## src/logic/screen_pkg.sv

```systemverilog
`default_nettype none

package screen_pkg;

	typedef logic [10:0] coord_t;

	typedef struct packed {
		coord_t x;
		coord_t y;
	} pixel_pos_t;

	// Bit k is key k, in the Ctrl bit order of the keyboard
	typedef logic [24:0] key_mask_t;

	localparam int NUM_KEYS  = 25;
	localparam int NUM_WHITE = 15;
	localparam int NUM_BLACK = NUM_KEYS - NUM_WHITE;
	localparam int HIST_ROWS = 25;
	localparam int HIST_COLS = 50;

	localparam int PANEL_X_MAX  = 150;
	localparam int BLACK_X_MIN  = 30;
	localparam int SCREEN_Y_MAX = 450;
	localparam int WHITE_BAND   = 30;
	localparam int SEP_HALF     = 2;
	localparam int ROW_PIXELS   = 26;
	localparam int COL_PIXELS   = 10;

	localparam int WHITE_KEY_IDX [NUM_WHITE] = '{0, 2, 3, 5, 7, 8, 10, 12, 14, 15, 17, 19, 20, 22, 24};

	// Black bars span (lo, hi] in y
	localparam int BLACK_BAR_LO [NUM_BLACK] = '{20, 80, 110, 170, 200, 230, 290, 320, 380, 410};
	localparam int BLACK_BAR_HI [NUM_BLACK] = '{40, 100, 130, 190, 220, 250, 310, 340, 400, 430};
	localparam int BLACK_KEY_IDX [NUM_BLACK] = '{1, 4, 6, 9, 11, 13, 16, 18, 21, 23};

	// Separators between adjacent white keys with no black key in between
	localparam int GAP_SEP [4] = '{60, 150, 270, 360};

	localparam int NOTE_FIRST_COL [NUM_KEYS] = '{
		0, 2, 3, 6, 8, 9, 11, 12, 15, 17, 18, 20, 21,
		23, 24, 27, 29, 30, 32, 33, 36, 38, 39, 41, 42
	};
	localparam int NOTE_WIDTH [NUM_KEYS] = '{
		3, 2, 3, 3, 2, 3, 2, 3, 3, 2, 3, 2, 3,
		2, 3, 3, 2, 3, 2, 3, 3, 2, 3, 2, 3
	};

	localparam int SCROLL_PERIOD = 1 << 23;

endpackage

`default_nettype wire
```

## src/logic/palette_pkg.sv

```systemverilog
`default_nettype none

package palette_pkg;

	import screen_pkg::*;

	typedef struct packed {
		logic [7:0] r;
		logic [7:0] g;
		logic [7:0] b;
	} rgb_t;

	localparam rgb_t COL_BLACK     = 24'h000000;
	localparam rgb_t COL_WHITE     = 24'hFFFFFF;
	localparam rgb_t COL_WHITE_LIT = 24'h0080FF;
	localparam rgb_t COL_BLACK_LIT = 24'hFF8000;

	// One colour per key, indexed by control bit
	localparam rgb_t NOTE_COLOUR [NUM_KEYS] = '{
		24'hFBB735, 24'hF2A033, 24'hE98931,
		24'hEA64B6, 24'hEB403B, 24'hCF3739,
		24'hB32E37, 24'h8FAC51, 24'h6C2A6A,
		24'h643701, 24'h5C4399, 24'h41C391,
		24'h274389, 24'h235118, 24'h1F5EA8,
		24'h20EF2C, 24'h227FB0, 24'h26983A,
		24'h39C0B3, 24'h3238BC, 24'h02C874,
		24'h1E4493, 24'h009100, 24'h02C874,
		24'h737300
	};

endpackage

`default_nettype wire

```

## src/logic/vga_display.sv

```systemverilog
`timescale 1ns/1ps
`default_nettype none

module vga_display
	import screen_pkg::*;
	import palette_pkg::*;
#(
	parameter int SCROLL_PERIOD = screen_pkg::SCROLL_PERIOD
) (
	input  logic       CLK_to_DAC,
	input  logic       RST_N,
	input  coord_t     x,
	input  coord_t     y,
	input  key_mask_t  ctrl,
	output logic [7:0] vga_r,
	output logic [7:0] vga_g,
	output logic [7:0] vga_b
);

	pixel_pos_t pos;
	logic       step;
	rgb_t       panel_colour;
	logic       panel_hit;
	rgb_t       wave_colour;
	logic       wave_hit;
	rgb_t       rgb;

	assign pos.x = x;
	assign pos.y = y;

	scroll_timer #(.PERIOD(SCROLL_PERIOD)) u_scroll_timer (
		.CLK_to_DAC (CLK_to_DAC),
		.RST_N      (RST_N),
		.step       (step)
	);

	note_history u_note_history (
		.CLK_to_DAC (CLK_to_DAC),
		.RST_N      (RST_N),
		.step       (step),
		.ctrl       (ctrl),
		.pos        (pos),
		.colour     (wave_colour),
		.hit        (wave_hit)
	);

	key_panel u_key_panel (
		.ctrl   (ctrl),
		.pos    (pos),
		.colour (panel_colour),
		.hit    (panel_hit)
	);

	pixel_compose u_pixel_compose (
		.CLK_to_DAC   (CLK_to_DAC),
		.RST_N        (RST_N),
		.panel_colour (panel_colour),
		.panel_hit    (panel_hit),
		.wave_colour  (wave_colour),
		.wave_hit     (wave_hit),
		.rgb          (rgb)
	);

	assign vga_r = rgb.r;
	assign vga_g = rgb.g;
	assign vga_b = rgb.b;

endmodule

`default_nettype wire

```

## src/logic/pixel_compose.sv

```systemverilog
`timescale 1ns/1ps
`default_nettype none

module pixel_compose
	import palette_pkg::*;
(
	input  logic CLK_to_DAC,
	input  logic RST_N,
	input  rgb_t panel_colour,
	input  logic panel_hit,
	input  rgb_t wave_colour,
	input  logic wave_hit,
	output rgb_t rgb
);

	rgb_t next_rgb;

	always_comb begin
		if (panel_hit) begin
			next_rgb = panel_colour;
		end else if (wave_hit) begin
			next_rgb = wave_colour;
		end else begin
			// Below the panel and past the screen edge
			next_rgb = COL_BLACK;
		end
	end

	always_ff @(posedge CLK_to_DAC or negedge RST_N) begin
		if (!RST_N) begin
			rgb <= '0;
		end else begin
			rgb <= next_rgb;
		end
	end

	// Panel and waterfall regions split at the same x edge
	a_regions_disjoint: assert property (
		@(posedge CLK_to_DAC) disable iff (!RST_N)
		!(panel_hit && wave_hit)
	);

endmodule

`default_nettype wire

```

## src/logic/key_panel.sv

```systemverilog
`timescale 1ns/1ps
`default_nettype none

module key_panel
	import screen_pkg::*;
	import palette_pkg::*;
(
	input  key_mask_t  ctrl,
	input  pixel_pos_t pos,
	output rgb_t       colour,
	output logic       hit
);

	int px;
	int py;

	assign px = int'(pos.x);
	assign py = int'(pos.y);

	assign hit = (px <= PANEL_X_MAX) && (py <= SCREEN_Y_MAX);

	always_comb begin
		colour = COL_WHITE;

		// White bands, (30k, 30k+30]
		for (int k = 0; k < NUM_WHITE; k++) begin
			if (py > WHITE_BAND * k && py <= WHITE_BAND * (k + 1) &&
				ctrl[WHITE_KEY_IDX[k]]) begin
				colour = COL_WHITE_LIT;
			end
		end

		if (px > BLACK_X_MIN) begin
			for (int b = 0; b < NUM_BLACK; b++) begin
				if (py > BLACK_BAR_LO[b] && py <= BLACK_BAR_HI[b]) begin
					colour = ctrl[BLACK_KEY_IDX[b]] ? COL_BLACK_LIT : COL_BLACK;
				end
			end
			// E-F and B-C boundaries have no black bar to mark them
			for (int s = 0; s < 4; s++) begin
				if (py > GAP_SEP[s] - SEP_HALF && py <= GAP_SEP[s] + SEP_HALF) begin
					colour = COL_BLACK;
				end
			end
		end else begin
			// Full separators on the narrow left strip
			for (int k = 1; k < NUM_WHITE; k++) begin
				if (py > WHITE_BAND * k - SEP_HALF && py <= WHITE_BAND * k + SEP_HALF) begin
					colour = COL_BLACK;
				end
			end
		end
	end

endmodule

`default_nettype wire

```

## src/logic/note_history.sv

```systemverilog
`timescale 1ns/1ps
`default_nettype none

module note_history
	import screen_pkg::*;
	import palette_pkg::*;
(
	input  logic       CLK_to_DAC,
	input  logic       RST_N,
	input  logic       step,
	input  key_mask_t  ctrl,
	input  pixel_pos_t pos,
	output rgb_t       colour,
	output logic       hit
);

	localparam int RW = $clog2(HIST_ROWS);
	localparam int CLW = $clog2(HIST_COLS);

	// Row 0 is the newest mask
	key_mask_t [HIST_ROWS-1:0] hist;

	coord_t        x_off;
	coord_t        y_off;
	coord_t        row_idx;
	logic [CLW-1:0] col_idx;
	key_mask_t     row_mask;

	function automatic logic in_note(input int key, input int col);
		int first;
		first = NOTE_FIRST_COL[key];
		return (col >= first) && (col < first + NOTE_WIDTH[key]);
	endfunction

	always_ff @(posedge CLK_to_DAC or negedge RST_N) begin
		if (!RST_N) begin
			hist <= '0;
		end else if (step) begin
			hist <= {hist[HIST_ROWS-2:0], ctrl};
		end
	end

	assign hit = (pos.x > coord_t'(PANEL_X_MAX)) && (pos.y <= coord_t'(SCREEN_Y_MAX));

	assign x_off = pos.x - coord_t'(PANEL_X_MAX + 1);
	assign row_idx = x_off / coord_t'(ROW_PIXELS);

	// y = 0 shares column 0 with y = 1..10
	assign y_off = (pos.y == '0) ? '0 : pos.y - 1'b1;
	assign col_idx = CLW'(y_off / coord_t'(COL_PIXELS));

	assign row_mask = (row_idx < coord_t'(HIST_ROWS)) ? hist[row_idx[RW-1:0]] : '0;

	always_comb begin
		colour = COL_BLACK;
		for (int k = 0; k < NUM_WHITE; k++) begin
			if (row_mask[WHITE_KEY_IDX[k]] && in_note(WHITE_KEY_IDX[k], int'(col_idx))) begin
				colour = NOTE_COLOUR[WHITE_KEY_IDX[k]];
			end
		end
		// Black notes sit over the shared edge columns
		for (int b = 0; b < NUM_BLACK; b++) begin
			if (row_mask[BLACK_KEY_IDX[b]] && in_note(BLACK_KEY_IDX[b], int'(col_idx))) begin
				colour = NOTE_COLOUR[BLACK_KEY_IDX[b]];
			end
		end
	end

endmodule

`default_nettype wire

```

## src/logic/scroll_timer.sv

```systemverilog
`timescale 1ns/1ps
`default_nettype none

module scroll_timer
	import screen_pkg::*;
#(
	parameter int PERIOD = SCROLL_PERIOD
) (
	input  logic CLK_to_DAC,
	input  logic RST_N,
	output logic step
);

	localparam int CW = (PERIOD > 2) ? $clog2(PERIOD) : 1;

	logic [CW-1:0] count;

	assign step = (count == CW'(PERIOD - 1));

	always_ff @(posedge CLK_to_DAC or negedge RST_N) begin
		if (!RST_N) begin
			count <= '0;
		end else if (step) begin
			count <= '0;
		end else begin
			count <= count + 1'b1;
		end
	end

	// Wrap always passes through zero, so pulses are isolated
	a_step_single: assert property (
		@(posedge CLK_to_DAC) disable iff (!RST_N)
		step |=> !step
	);

endmodule

`default_nettype wire

```

## config.mk

```make
export PLATFORM = sky130hd
export DESIGN_NAME = vga_display
export DESIGN_NICKNAME = d
export VERILOG_FILES = /design/src/logic/screen_pkg.sv /design/src/logic/palette_pkg.sv /design/src/logic/vga_display.sv /design/src/logic/pixel_compose.sv /design/src/logic/key_panel.sv /design/src/logic/note_history.sv /design/src/logic/scroll_timer.sv
export SDC_FILE = /design/constraint.sdc
export NUM_CORES = 2
export LEC_CHECK = 0
export ABC_AREA = 1
export BUFFER_PORTS_ARGS = -buffer_cell sky130_fd_sc_hd__buf_2
export CAP_MARGIN = 20
export CORE_ASPECT_RATIO = 0.7
export CORE_MARGIN = 4
export CORE_UTILIZATION = 45
export DETAILED_ROUTE_END_ITERATION = 8
export MAX_ROUTING_LAYER = met4
export SLEW_MARGIN = 0
export SYNTH_ARGS = -nofsm -noshare
export SYNTH_HDL_FRONTEND = slang
export SYNTH_SLANG_ARGS = --single-unit
```

## constraint.sdc

```tcl
create_clock -name CLK_to_DAC -period 6 [get_ports CLK_to_DAC]
set_input_delay 1.2 -clock CLK_to_DAC [delete_from_list [all_inputs] [get_ports CLK_to_DAC]]
set_output_delay 1.2 -clock CLK_to_DAC [all_outputs]
set_load 0.02 [all_outputs]
```

==> results.toml <==
[worst_setup_path]
r2r_slack_ns = 2.12
cp-start-kind = "input port"
critPathCaptureType = "register"
crit_buf_inv = 8
slowest_delay_ns = 0.25
required_ns = 6.49
crit_path_frequent_cell = "nand2_1"
critPathKind = "input port to register"
worstPathArrival_ns = 6.47
r2r_end = "u_note_history.hist[611]"
crit_fanout = 8
cpMaxStageDelayCell = "o2111ai_4"
ff2ff_path_depth = 14
rr_startpoint = "u_scroll_timer.count[0]"
cp_top_family = "simple AND/OR/NAND/NOR gates"

[job]
drv_cap = 0

[cells_and_area]
antenna_cells = 0
fin_area_mm2 = 0.0447
final_cell_mix = "nand2_1, dfrtp_1, nand3_1"
syn2layout_area_growth_pct = 23.5
layout-drive-gt1-share = 0.191
final_common_cell = "nand2_1"
nNetsFinal = 5366

[clock_network]
cts-root-buf = "clkbuf_16"
clockBufferDepth = 3
htree_num_levels = 3
clk_latency_ns = 0.63
cts_buffers = 71
cts_tree = "built"
cts_sinks = 672
clk_pin_slew_ns = 0.06

[drt]
drc = 0
ant_nets = 0
drt-vias-per-instance = 5.41
drt-initial-drc-count = 3493
wirelength_um = 123000
drtPass1Iterations = 5
wl_per_cell_um = 19.2
num_vias = 34700

[floorplan]
io_pins = 73
dieArea_mm2 = 0.0852
die_h_um = 245
std_cell_rows = 86
core-area_mm2 = 0.0792
start_util = 0.457
die_w_um = 347

[timing]
fmax_mhz = 167
tightest_slew_ns = 1.03
period_share = 0.997
setup-violations-final = 0
clock_skew_ns = 0.0313
maxSlewHeadroom = 0.312
finalCriticalPeriod_ns = 5.98
hold_violations = 0
finalMaxSlewViolations = 0
rsz0062_at_grt = "yes"
fin_ws_ns = 0.0158
fin_tns_setup_ns = 0

[placement]
placed_cell_area_mm2 = 0.0397
place_congestion = 0.967
place_hpwl_um = 81700
place_ws_ns = -0.985
numPortBuffers = 72

[synth]
synth_top_area_cell = "dfrtp_1"
ys_seq_area_frac = 0.464
yosysWarnings = 0
syn_area_mm2 = 0.0362
ys.flop_type = "dfrtp_1"
syn-num-nets = 5058
syn_avg_cell_area_um2 = 7.24
synthDistinctLibCells = 64
async_reset_ff_frac = 1.00
synth-seq-cells = 672
synthCells = 5002
synth_area_leaders = "dfrtp_1, nand2_1, nand3_1"
synth_top_area_frac = 0.464
synth_edf_count = 0

[global_routing]
grt_pass1_vias = 31300
grt_pass1_wl_um = 188000
grt_util_all_layers = 0.286
overflow = 0
antenna_found_initial = 1
grt_max_degree = 207

[power_and_ir_drop]
vdd_drop_max_mv = 0.386
power.density_mw_per_mm2 = 553
power.leakage_nw = 22.0

[min_path]
hp-start = "u_scroll_timer.count[0]"
hold_path_depth = 1
whs_endpoint = "u_scroll_timer.count[0]"
hold_class = "register to register"

[run_status]
status = "complete, no violations"
-- worst reg2reg max path, stage by stage (launching register included) --
cell	delay [ns]
dfrtp_1	0.38
ha_1	0.20
nand2_1	0.06
nor2_1	0.08
inv_1	0.06
nor2_1	0.08
inv_1	0.06
nor2_1	0.16
nand3_1	0.17
nor3_1	0.42
nand2_4	0.44
inv_8	0.82
buf_4	0.63
nand2_1	0.19
nand2_1	0.10
-- layout make-up --
class,count,area [µm²]
Clock buffer,99,2070
Clock inverter,25,259
Fill cell,7587,34400
Inverter,446,1700
Multi-Input combinational cell,3596,17800
Sequential cell,672,16800
Tap cell,1056,1320
Timing Repair Buffer,523,4800
-- cell usage after synthesis (35+ instances only) --
cell and number:
a21oi_1 137, buf_2 51, clkbuf_1 167, dfrtp_1 672
inv_1 416, nand2_1 1826, nand3_1 534, nor2_1 202
nor3_1 35, o211ai_1 75, o21ai_0 486, o21ai_1 80
-- sequential cells by signal, indices dropped and copies added, names as in the netlist --
name / flops
u_note_history.hist: 625
u_scroll_timer.count: 23
u_pixel_compose.rgb: 24
-- cell families (layout without fill, tap and decap cells) --
kind of cell,count (synthesis),in the layout,synth area share
simple gates,2714,2716,0.313
flops,672,672,0.464
xor+xnor,19,19,0.00459
fa+ha+maj,7,7,0.00242
compound gates,854,854,0.130
buf+inv,736,1093,0.0863
-- through the flow --
stage	instances	hold slack, ns	total power, mW	utilization
3_3_place_gp	6214	0.452	16.5	0.502
3_5_place_dp	6214	0.466	16.5	0.502
5_1_grt	6417	0.492	26.0	0.565
4_1_cts	6359	0.478	22.4	0.539
6_report	6417	0.474	24.7	0.565
2_1_floorplan	5002	0.433	11.9	-
-- layer usage --
layer | track usage | up-vias | routed length (µm)
li1 | - | 16800 | -
met1 | 0.443 | 16800 | 61000
met2 | 0.403 | 981 | 52800
met3 | 0.0378 | 135 | 7520
met4 | 0.0489 | 0 | 2010
met5 | - | - | 0
-- worst max path at each step --
| stage | start | end | slack, ns | depth (start not counted) |
|---|---|---|---|---|
| CTS | x[0] | u_pixel_compose.rgb[17] | -0.005 | 56 |
| global placement | x[0] | u_pixel_compose.rgb[13] | -0.93 | 47 |
| finish | x[1] | u_pixel_compose.rgb[17] | 0.02 | 55 |
| detailed placement | x[0] | u_pixel_compose.rgb[15] | -0.99 | 51 |
| floorplan | x[0] | u_pixel_compose.rgb[22] | 0.34 | 43 |
| global route | x[0] | u_pixel_compose.rgb[17] | -0.34 | 57 |
-- power breakdown --
part,switching (mW),internal [mW]
combinational,9.37,6.31
sequential,0.0278,4.56
clock,1.88,2.58
-- what timing repair did --
| item | 4_1_cts | 5_1_grt |
|---|---|---|
| cloned | 8 | 11 |
| gates resized for setup | 80 | 394 |
| setup endpoints to repair | 24 | 24 |
| pin swaps | 30 | 168 |
| hold buffers | 0 | 0 |
| setup buffers | 13 | 48 |
Note: power is estimated with default switching activity, not from simulation.
